## src/hdl/mmio_config.svh

```systemverilog
// mmio peripheral subsystem parameters
// shared by the package, the RTL blocks and the testbench

`ifndef MMIO_CONFIG_SVH
`define MMIO_CONFIG_SVH

// width of the cpu byte address
`define MMIO_ADDR_WIDTH 24

// default cpu_ram depth in 32-bit words
`define MMIO_RAM_WORDS 256

// lowest bit of the 4-bit region field, address bits 23:20
`define MMIO_REGION_LSB 20

// status register after reset, red led on
`define MMIO_STATUS_RESET 2'b01

`endif

```

## src/hdl/mmio_pkg.sv

```systemverilog
// mmio peripheral types
// region codes, decoder states and the request and select records

`default_nettype none

`include "mmio_config.svh"

package mmio_pkg;

    // region codes taken from address bits 23:20
    typedef enum logic [3:0] {
        region_ram    = 4'd0,
        region_status = 4'd1,
        region_dsp    = 4'd2,
        region_pad    = 4'd3,
        region_none   = 4'hf
    } region_e;

    // decoder handshake state
    typedef enum logic {
        dec_idle   = 1'b0,
        dec_issued = 1'b1
    } dec_state_e;

    // cpu request as held by the cpu until ready
    typedef struct packed {
        logic [`MMIO_ADDR_WIDTH-1:0] addr;
        logic [3:0]                  wstrb;
        logic [31:0]                 wdata;
    } bus_req_t;

    // registered select, one strobe per request
    typedef struct packed {
        logic                          strobe;
        logic                          write;
        region_e                       region;
        // word address, byte address bits 23:2
        logic [`MMIO_ADDR_WIDTH-3:0]   word_addr;
        logic [3:0]                    wstrb;
        logic [31:0]                   wdata;
    } mmio_sel_t;

endpackage

`default_nettype wire

```

## src/hdl/address_decoder.sv

```systemverilog
// address decoder
// registers each new cpu request and issues a single-cycle
// select strobe for the addressed region

`default_nettype none

`include "mmio_config.svh"

module address_decoder (
    input  logic                vdp_clk,
    input  logic                vdp_reset,
    input  logic                mem_valid,
    input  mmio_pkg::bus_req_t  mem_req,
    output mmio_pkg::mmio_sel_t sel
);

    mmio_pkg::dec_state_e state;
    mmio_pkg::region_e    region_dec;
    logic [3:0]           region_field;
    logic                 accept;

    assign region_field = mem_req.addr[`MMIO_REGION_LSB +: 4];

    // only the first cycle of a valid request is accepted
    assign accept = (state == mmio_pkg::dec_idle) && mem_valid;

    // unmapped fields fold into region_none
    always_comb begin
        case (region_field)
            4'd0:    region_dec = mmio_pkg::region_ram;
            4'd1:    region_dec = mmio_pkg::region_status;
            4'd2:    region_dec = mmio_pkg::region_dsp;
            4'd3:    region_dec = mmio_pkg::region_pad;
            default: region_dec = mmio_pkg::region_none;
        endcase
    end

    always_ff @(posedge vdp_clk) begin
        if (vdp_reset) begin
            state      <= mmio_pkg::dec_idle;
            sel.strobe <= 1'b0;
        end else begin
            sel.strobe <= 1'b0;

            case (state)
                mmio_pkg::dec_idle: begin
                    if (mem_valid) begin
                        sel.strobe <= 1'b1;
                        state      <= mmio_pkg::dec_issued;
                    end
                end
                mmio_pkg::dec_issued: begin
                    // wait for the cpu to drop valid after ready
                    if (!mem_valid) begin
                        state <= mmio_pkg::dec_idle;
                    end
                end
                default: state <= mmio_pkg::dec_idle;
            endcase

            // request payload
            if (accept) begin
                sel.write     <= |mem_req.wstrb;
                sel.region    <= region_dec;
                sel.word_addr <= mem_req.addr[`MMIO_ADDR_WIDTH-1:2];
                sel.wstrb     <= mem_req.wstrb;
                sel.wdata     <= mem_req.wdata;
            end
        end
    end

endmodule

`default_nettype wire

```

## config.mk

```make
export PLATFORM = sky130hd
export DESIGN_NAME = address_decoder
export DESIGN_NICKNAME = d
export VERILOG_FILES = /design/src/hdl/mmio_pkg.sv /design/src/hdl/address_decoder.sv
export VERILOG_INCLUDE_DIRS = /design/src /design/src/hdl
export SDC_FILE = /design/constraint.sdc
export NUM_CORES = 1
export LEC_CHECK = 0
export BUFFER_PORTS_ARGS = -buffer_cell sky130_fd_sc_hd__buf_2
export CELL_PAD_IN_SITES_DETAIL_PLACEMENT = 0
export CELL_PAD_IN_SITES_GLOBAL_PLACEMENT = 1
export CORE_MARGIN = 10
export CORE_UTILIZATION = 33
export CTS_CLUSTER_SIZE = 14
export DETAILED_ROUTE_END_ITERATION = 7
export PLACE_DENSITY = 0.75
export SYNTH_ARGS = -nofsm -noshare
export SYNTH_HDL_FRONTEND = slang
export SYNTH_SLANG_ARGS = --single-unit
```

## constraint.sdc

```tcl
create_clock -name vdp_clk -period 7.8 [get_ports vdp_clk]
set_input_delay 1.56 -clock vdp_clk [delete_from_list [all_inputs] [get_ports vdp_clk]]
set_output_delay 1.56 -clock vdp_clk [all_outputs]
set_load 0.03 [all_outputs]
```

# --- After elaboration in Yosys (flattened, before gate mapping) ---
# Cells that the tools add are included.
classes:
  n_mux: 2
  n_bitwise: 2
  reduce_logical: 5
  eq_ne: 3
ops:
  columns: ["op", "n"]
  rows:
  - ["one-hot mux 4 bit (4 select lines)", 1]
  - ["== test 4 x 2 -> 1 bit, second input constant", 2]
  - ["== test 4 x 1 -> 1 bit, second input constant", 1]
  - ["zero test 4 bit", 1]
  - ["OR reduction 4 bit", 1]
  - ["NOT 1 bit", 2]
  - ["AND reduction 2 bit", 1]
  - ["OR reduction 2 bit", 1]
  - ["logical AND 1 bit", 1]
  - ["two-way mux 1 bit", 1]
totals:
  word_cells: 19
  output_inout_bits: 64
  input_bits: 63
  regBits: 65

# --- Logic depth before layout (Yosys ltp) ---
# Gate-level depths: netlist of the first run.
logic_depth:
  word_depth: 3
  mapped_depth: 1
  depth_no_buf: 1

# --- Worst setup path after synthesis of the first run ---
# OpenSTA, ideal clock, no wires.
synth_timing:
  kind: "input to register"
  startpoint: "input vdp_reset"
  endpoint: "register sel[0] in the netlist's numbering, enable pin"
  setup_ps: 571
  required_time_ps: 7229
  path_slack_ps: 1158
  path_buffers: 0
  stages: 1
  t_arrival_ps: 6072
  cell_sequence: "nor3b_1"
synth_between:
  elab_chain_cells: 2
synth_lines:
  columns: ["element", "line_no", "rtl"]
  rows:
  - ["start: declaration", "address_decoder.sv:11", "input logic vdp_reset,"]
  - ["NOT 1 bit (no line)", null, null]
  - ["AND reduction 2 bit (no line)", null, null]
  - ["end: declaration", "address_decoder.sv:14", "output mmio_pkg::mmio_sel_t sel"]
# Every way passes these cells.
# A chain may end at the register's enable or synchronous reset.

==> summary.md, run 1 <==
| Metric | Value |
|---|---|
| Outcome | `finished clean` |
| Rel. slew slack | `72.2%` |
| Final Hold Viols | `0` |
| HPWL after detailed placement | `4060 um` |
| Starting density of the core | `34.7%` |
| Antenna-violating nets left | `0` |
| Vias in the first global route | `1437` |
| Initial DRC Count | `44` |
| Synth Area per Inst | `27.2 sq um` |
| H-tree lvl count | `3` |
| Synth top area share | `95.1%` |
| Die Area | `9410 sq um` |
| Max Cap Violations | `0` |
| Largest net degree at the start of global routing | `34` |
| Critical Path RT | `6.24 ns` |
| Total number of vias | `1193` |
| Yosys warns | `0` |
| Final #Nets | `271` |
| Post-layout util | `51.4%` |
| DRC | `0` |
| Setup crit end kind | `output pin` |
| Cell Area, Synth | `1960 sq um` |
| HP Class | `flip-flop to flip-flop` |
| Total Wirelength | `5170 um` |
| Register area share after synthesis | `97.2%` |
| Area contributors post-synth | `edfxtp_1, dfxtp_1, nor3b_1` |
| Worst Clk Skew | `0.00621 ns` |
| CTS root buffer | `clkbuf_8` |
| Period minus WS final | `2.47 ns` |
| Critical-path top delay cell | `edfxtp_1` |
| Clock slew at reported path FFs | `0.07 ns` |
| Drt first pass iters | `4` |
| Critical-path maximum fanout | `2` |
| CTS Buffer Depth | `2` |
| Largest stage delay, worst path | `0.39 ns` |
| Worst Tran Pin Value | `0.417 ns` |
| WP buf/inv | `1` |
| Total grt overflow | `0` |
| CP Launch Type | `flip-flop` |
| LEAKAGE | `1.21 nW` |
| Post-cts sizing count | `0` |
| Initial antenna violation count | `0` |
| Ratio of cells with drive above 1 in the final layout | `67.1%` |
| TNS Setup | `0 ns` |
| Final Max Tran Viols | `0` |
| Critical Path, Cell by Cell | `buf_2` |
| Peak VDD IR | `186 uV` |
| Worst EP arrival | `0.91 ns` |
| I/O Buffers | `124` |
| Vias per cell | `4.19` |
| Fill count | `488` |
| All-Layer GR Usage | `11.0%` |
| Total setup buffers inserted after CTS | `0` |
| Setup CP Type | `flip-flop to output pin` |
| First-pass GRT wire length | `7960 um` |
| Flops & latches, synth | `64` |
| Synth cell types | `8` |
| Setup violations, final | `0` |
| Cells after Synth | `72` |
| Crit share post-route | `31.6%` |
| CTS hold repair buffers | `0` |
| Antenna Cells | `0` |
| Total CTS buffers | `9` |
| Die width | `97.0 um` |
| Core area | `5640 sq um` |
| RD Place Congestion | `0.694` |
| Syn Nets | `135` |
| Chip height | `97.0 um` |
| CTS tree | `yes` |
| Power per Cell Area | `265 nW/um^2` |
| Syn-to-layout area delta | `48.2%` |
| DR WL/cell | `18.1 um` |
| Largest area contributor in the netlist | `edfxtp_1` |
| Clk sinks | `64` |
| Rows | `27` |
| RSZ-0062 raised after global routing | `no` |
| Cell family with the largest share of critical-path delay | `flip-flops` |
| Clock latency on the worst-skew pair | `0.33 ns` |
| FMAX | `405 MHz` |
| IO Count | `127` |
## metrics by stage
stage               hold WS, ns  total power [mW]  setup slack (ns)  cell area, sq um  instances
finish                    0.441             0.768              5.33              2900        285
CTS                       0.442             0.778              5.29              2900        285
global route              0.467             0.799              5.27              2900        285
detailed placement        0.433             0.467              5.16              2680        269
global placement          0.427             0.465              5.18              2680        269
floorplan                 0.396             0.438              1.16              1960         72
## power by group
part	leakage (nW)	switching, mW	internal, mW
combinational	0.513	0.0422	0.0201
clock	0.103	0.128	0.182
sequential	0.593	0.00300	0.393
## layout by cell type (no fill, tap or decap)
master and count:
buf_2 124, buf_4 2, bufinv_16 2, clkbuf_1 1
clkbuf_8 9, clkinv_4 1, clkinvlp_4 2, dfxtp_1 2
edfxtp_1 62, inv_6 1, nor2b_1 1, nor3b_1 1
nor3b_2 1, or2_2 1, or3_1 2, or4_1 1
## state kept, by name, summed over array words and instances (netlist names)
| name | flops |
|---|---|
| sel | 63 |
| state | 1 |
## synth_stat cells
| cell type | instances |
|---|---|
| nor3b_1 | 2 |
| or2_2 | 1 |
| or4_1 | 1 |
| or3_1 | 2 |
| dfxtp_1 | 2 |
| nor2b_1 | 1 |
| buf_4 | 1 |
| edfxtp_1 | 62 |
## metal layers
layer  vias to the layer above  share of wire, %  track usage [%]
met4                         0               1.7             6.20
met2                        84                49             16.9
met1                       541                32             10.3
met5                         -                 0                0
met3                         8                17             8.52
li1                        560                 -                -
## cell type report
type / instances / area [sq um] / share of cell area (%)
Multi-Input combinational cell: 7 / 52.6 / 1.81
Timing Repair Buffer: 126 / 636 / 21.9
Clock inverter: 6 / 92.6 / 3.19
Sequential cell: 64 / 1900 / 65.6
Clock buffer: 10 / 128 / 4.40
Tap cell: 72 / 90.1 / 3.11
## logic make-up (layout without fill, tap and decap cells)
kind of cell | Yosys count | in the layout | synth area share, %
and+or+nand+nor | 7 | 7 | 2.43
DFF | 64 | 64 | 97.2
buffers and inverters | 1 | 142 | 0.384
## final timing paths
check	startpoint	endpoint	slack (ns)	cells past startpoint
min	state	sel[63]	0.44	1
max reg2reg	state	sel[21]	6.52	2
max	sel[60]	sel[61]	5.33	1
min reg2reg	state	sel[63]	0.44	1
Note: power is estimated with default switching activity, not from simulation.
==> inputs of run 2 (changes only) <==
Settings changed: CORE_UTILIZATION 33 to 29, PLACE_DENSITY 0.75 to 0.69.
Clock period 7.8 ns to 2.05 ns, I/O delays scaled along.
==> run 2 against run 1 <==
  * Cell area fell by 0.69%
  * Sequential power rose to 3.8 times the previous value
  * Critical endpoint is now sel[23]
  * Critical path type is now flip-flop to flip-flop
  * Cell count up 1.8%
  * Clock skew is 0.0022 ns higher
==> summary.md, run 2 (synthesis results as in run 1) <==
| Metric | Value |
|---|---|
| Crit share post-route | `65.8%` |
| Critical-path top delay cell | `buf_4` |
| Setup crit end kind | `flip-flop` |
| Ratio of cells with drive above 1 in the final layout | `67.1%` |
| Worst hold margin | `0.248 ns` |
| Initial antenna violation count | `1` |
| CTS root buffer | `clkbuf_8` |
| Total setup buffers inserted after CTS | `0` |
| Rel. slew slack | `69.4%` |
| Post-Layout Cell Count | `290` |
| Syn-to-layout area delta | `47.2%` |
| DRC | `0` |
| CTS hold repair buffers | `0` |
| Reg2reg setup slack | `0.70 ns` |
| Clock latency on the worst-skew pair | `0.33 ns` |
| IO Count | `127` |
| Final #Nets | `271` |
| Largest registers | `sel: 63 flops, state: 1 flops` |
| Final WS setup | `0.702 ns` |
| Largest net degree at the start of global routing | `39` |
| WP buf/inv | `1` |
| Clk sinks | `64` |
| Die Area | `10400 sq um` |
| Setup violations, final | `0` |
| Largest stage delay, worst path | `0.43 ns` |
| Initial DRC Count | `36` |
| Period minus WS final | `1.35 ns` |
| DR WL/cell | `17.4 um` |
| I/O Buffers | `124` |
| Biggest register | `sel` |
| Critical Path RT | `2.02 ns` |
| Total grt overflow | `0` |
| Die width | `102 um` |
| H-tree lvl count | `3` |
| Post-cts sizing count | `0` |
| CP Launch Type | `flip-flop` |
| Max FFs per register | `63` |
| Most frequent cells in the layout | `buf_2, edfxtp_1, clkbuf_8` |
| HP Class | `input pin to flip-flop` |
| Vias in the first global route | `1389` |
| Global route hottest layer | `met2` |
| Commonest non-fill, non-tap cell in the layout | `buf_2` |
| Rows | `29` |
| RSZ-0062 raised after global routing | `no` |
| Starting density of the core | `30.3%` |
| Final Hold Viols | `0` |
| RD Place Congestion | `0.691` |
| Worst Tran Pin Value | `0.459 ns` |
| M3 GR Usage | `9.65%` |
| Chip height | `102 um` |
| Final Max Tran Viols | `0` |
| CTS Buffer Depth | `2` |
| Worst EP arrival | `1.32 ns` |
| Worst Clk Skew | `0.00841 ns` |
| Clock slew at reported path FFs | `0.07 ns` |
| Critical-path maximum fanout | `38` |
| LEAKAGE | `1.20 nW` |
| Peak VDD IR | `506 uV` |
| Total Wirelength | `5040 um` |
| Power consumption | `2.77 mW` |
| Critical Path, Cell by Cell | `nor3b_4 > buf_4` |
| Vias per cell | `4.18` |
| Placement Setup Slack | `0.519 ns` |
| Post-layout util | `44.6%` |
| CTS tree | `yes` |
| First-pass GRT wire length | `7250 um` |
| FMAX | `742 MHz` |
| GR Util met2 | `13.8%` |
| Setup CP Type | `flip-flop to flip-flop` |
| Outcome | `finished clean` |
| Cell family with the largest share of critical-path delay | `buffers and inverters` |
| Total number of vias | `1213` |
| All-Layer GR Usage | `9.62%` |
| Core area | `6460 sq um` |
| Total CTS buffers | `9` |
| Max Cap Violations | `0` |
| HPWL after detailed placement | `4090 um` |
| Drt first pass iters | `4` |
| Antenna-violating nets left | `0` |
| Power per Cell Area | `961 nW/um^2` |
| Met1 Use GR | `9.12%` |
| Antenna Cells | `0` |
| Placed Cells | `274` |
-- run 2: changes by cell type in the layout (fill, tap and decap cells not counted), sizes merged --
| cell | delta |
|---|---|
| inv | -1 |
| bufinv | -1 |
| clkinv | +2 |
-- run 2: worst paths after layout --
path / startpoint / to / depth (start not counted)
hold / removal: mem_req[6] / sel[6] / 1
setup / recovery: state / sel[23] / 2
hold reg to reg: state / sel[63] / 1
setup reg to reg: state / sel[23] / 2
-- run 2: area by class of cell --
cell class,instances,area (sq um)
multi-input cells,7,58.8
flip-flops and latches,64,1900
repair buffers,126,636
clock buffers,10,128
well taps,77,96.3
fillers,601,3580
clock inverters,6,60.1
-- run 2: worst register-to-register path: stages, from the launching register on --
cell     delay [ns]
dfxtp_1        0.34
nor3b_4        0.20
buf_4          0.43
-- run 2: through the flow --
step / TNS (ns) / cell area (sq um)
3_5_place_dp: 0 / 2690
2_1_floorplan: -24.85 / 1970
4_1_cts: 0 / 2880
6_report: 0 / 2880
5_1_grt: 0 / 2880
3_3_place_gp: 0 / 2690
-- run 2: layer usage --
| layer | share of wire, % | vias to the layer above |
|---|---|---|
| met5 | 0 | - |
| met4 | 1.5 | 0 |
| met3 | 18 | 8 |
| met2 | 44 | 88 |
| met1 | 36 | 558 |
| li1 | - | 559 |
-- run 2: power by group --
part	internal (mW)	total (mW)	leakage, nW	switching, mW
combinational	0.0773	0.237	0.515	0.160
clock	0.555	1.02	0.0920	0.470
sequential	1.49	1.51	0.593	0.0114
total	2.13	2.77	1.20	0.642
==> inputs of run 3 (changes only) <==
Clock period 2.05 ns to 1.2 ns, I/O delays scaled along.
==> run 3 against run 2 <==
  * Non-clock buffer count grew 2
  * Clock power grew 69%
  * Core utilization grew 0.31 points
  * Register-to-register slack lost 0.68 ns
  * Die area is the same
  * Sequential power grew 70%
  * Highest routed layer unchanged
==> summary.md, run 3 (synthesis results as in run 1) <==
| Metric | Value |
|---|---|
| All-Layer GR Usage | `9.49%` |
| Most frequent cells in the layout | `buf_2, edfxtp_1, clkbuf_8` |
| LEAKAGE | `1.22 nW` |
| Critical Path RT | `1.20 ns` |
| Post-Place Cell Area | `2710 sq um` |
| Vias in the first global route | `1392` |
| RSZ-0062 raised after global routing | `yes` |
| RD Place Congestion | `0.695` |
| Total Wirelength | `4840 um` |
| Total grt overflow | `0` |
| Period minus WS final | `1.18 ns` |
| Die Area | `10400 sq um` |
| Total number of vias | `1201` |
| Internal power | `3.64 mW` |
| Power per Cell Area | `1620 nW/um^2` |
| HP Class | `input pin to flip-flop` |
| Commonest non-fill, non-tap cell in the layout | `buf_2` |
| Rows | `29` |
| TNS Setup | `0 ns` |
| Initial DRC Count | `22` |
| Outcome | `finished clean` |
| Worst EP arrival | `1.18 ns` |
| CP Launch Type | `flip-flop` |
| Antenna-violating nets left | `0` |
| Die width | `102 um` |
| Final Instance Area | `2900 sq um` |
| Starting density of the core | `30.3%` |
| Vias per cell | `4.11` |
| Final #Nets | `273` |
| H-tree lvl count | `3` |
| Final Max Tran Viols | `0` |
| First-pass GRT wire length | `7180 um` |
| Core area | `6460 sq um` |
| CTS Buffer Depth | `2` |
| Sw frac | `22.6%` |
| Setup CP Type | `flip-flop to flip-flop` |
| DRC | `0` |
| RR Endpoint | `sel[24]` |
| HPWL after detailed placement | `3970 um` |
| Post-layout util | `44.9%` |
| CTS root buffer | `clkbuf_8` |
| Crit path from | `state` |
| Power consumption | `4.71 mW` |
| Largest registers | `sel: 63 flops, state: 1 flops` |
| Ratio of cells with drive above 1 in the final layout | `67.9%` |
| DR WL/cell | `16.6 um` |
| IO Count | `127` |
| Rel. slew slack | `81.5%` |
| R2r startpoint | `state` |
| NetSw | `1.06 mW` |
| Critical-path maximum fanout | `21` |
| Peak VDD IR | `753 uV` |
| Biggest register | `sel` |
| Total CTS buffers | `9` |
| Antenna Cells | `0` |
| Clk sinks | `64` |
| I/O Buffers | `124` |
| Fill count | `592` |
| FMAX | `847 MHz` |
| Number of cells on the worst reg-to-reg path | `2` |
| Clock share of power | `36.6%` |
| Initial antenna violation count | `0` |
| Largest net degree at the start of global routing | `23` |
| Comb power frac | `8.7%` |
| CTS tree | `yes` |
| Worst Tran Pin Value | `0.277 ns` |
| Final Hold Viols | `0` |
| Clock latency on the worst-skew pair | `0.32 ns` |
| Sequential Power Share | `54.7%` |
| Clock slew at reported path FFs | `0.07 ns` |
| Worst setup path endpoint | `sel[24]` |
| Max FFs per register | `63` |
| Syn-to-layout area delta | `48.2%` |
| Setup violations, final | `0` |
| Reg2reg setup slack | `0.02 ns` |
| Setup crit end kind | `flip-flop` |
| Worst Clk Skew | `0.00887 ns` |
| Crit share post-route | `98.4%` |
| Max Cap Violations | `0` |
| Chip height | `102 um` |
| Drt first pass iters | `4` |
[run 3: power groups by stage]
stage	logic (mW)	clock network [mW]	registers, mW
global route	0.441	1.89	2.58
finish	0.409	1.72	2.57
detailed placement	0.418	0	2.62
global placement	0.410	0	2.62
floorplan	0.0429	0	2.80
CTS	0.417	1.79	2.57
[run 3: how the worst min path moves through the flow]
stage | startpoint | end | slack (ns) | cells after the start
finish | mem_req[25] | sel[25] | 0.08 | 1
global placement | mem_req[30] | sel[30] | 0.42 | 1
CTS | mem_req[55] | sel[53] | 0.06 | 1
floorplan | vdp_reset | state | 0.30 | 1
global route | mem_req[19] | sel[19] | 0.06 | 1
detailed placement | mem_req[16] | sel[16] | 0.42 | 1
[run 3: per-layer routing]
metal / vias to the layer above / part of all wire, % / GRT usage (%) / wire length (um)
met2: 85 / 45 / 13.3 / 2200
met4: 0 / 1.3 / 5.86 / 61
met1: 546 / 36 / 9.23 / 1730
li1: 564 / - / - / -
met5: - / 0 / 0 / 0
met3: 6 / 17 / 8.23 / 844
[run 3: through the flow]
step           hold slack, ns  worst slack [ns]  instances
2_1_floorplan           0.304             -1.15         72
3_3_place_gp            0.416           -0.0299        276
3_5_place_dp            0.418           -0.0393        276
4_1_cts                0.0603           0.00704        292
5_1_grt                0.0571           -0.0703        292
6_report               0.0824            0.0193        292
[run 3: repair_timing]
action | in CTS | in global routing
resized for setup | 0 | 2
setup buffers | 0 | 0
hold buffers | 0 | 0
endpoints found under the setup margin | 0 | 63
[run 3: final cells by class]
| class | count | area [sq um] | share of cell area, % |
|---|---|---|---|
| sequential | 64 | 1900 | 65.6 |
| timing repair buffer | 128 | 653 | 22.5 |
| clock buffer | 10 | 128 | 4.40 |
| tap | 77 | 96.3 | 3.32 |
| clock inverter | 6 | 61.3 | 2.11 |
| multi-input combinational | 7 | 58.8 | 2.03 |
[run 3: critical path, stage by stage (launching register included)]
cell and delay (ns):
dfxtp_2 0.34, nor3b_4 0.19, buf_4 0.32
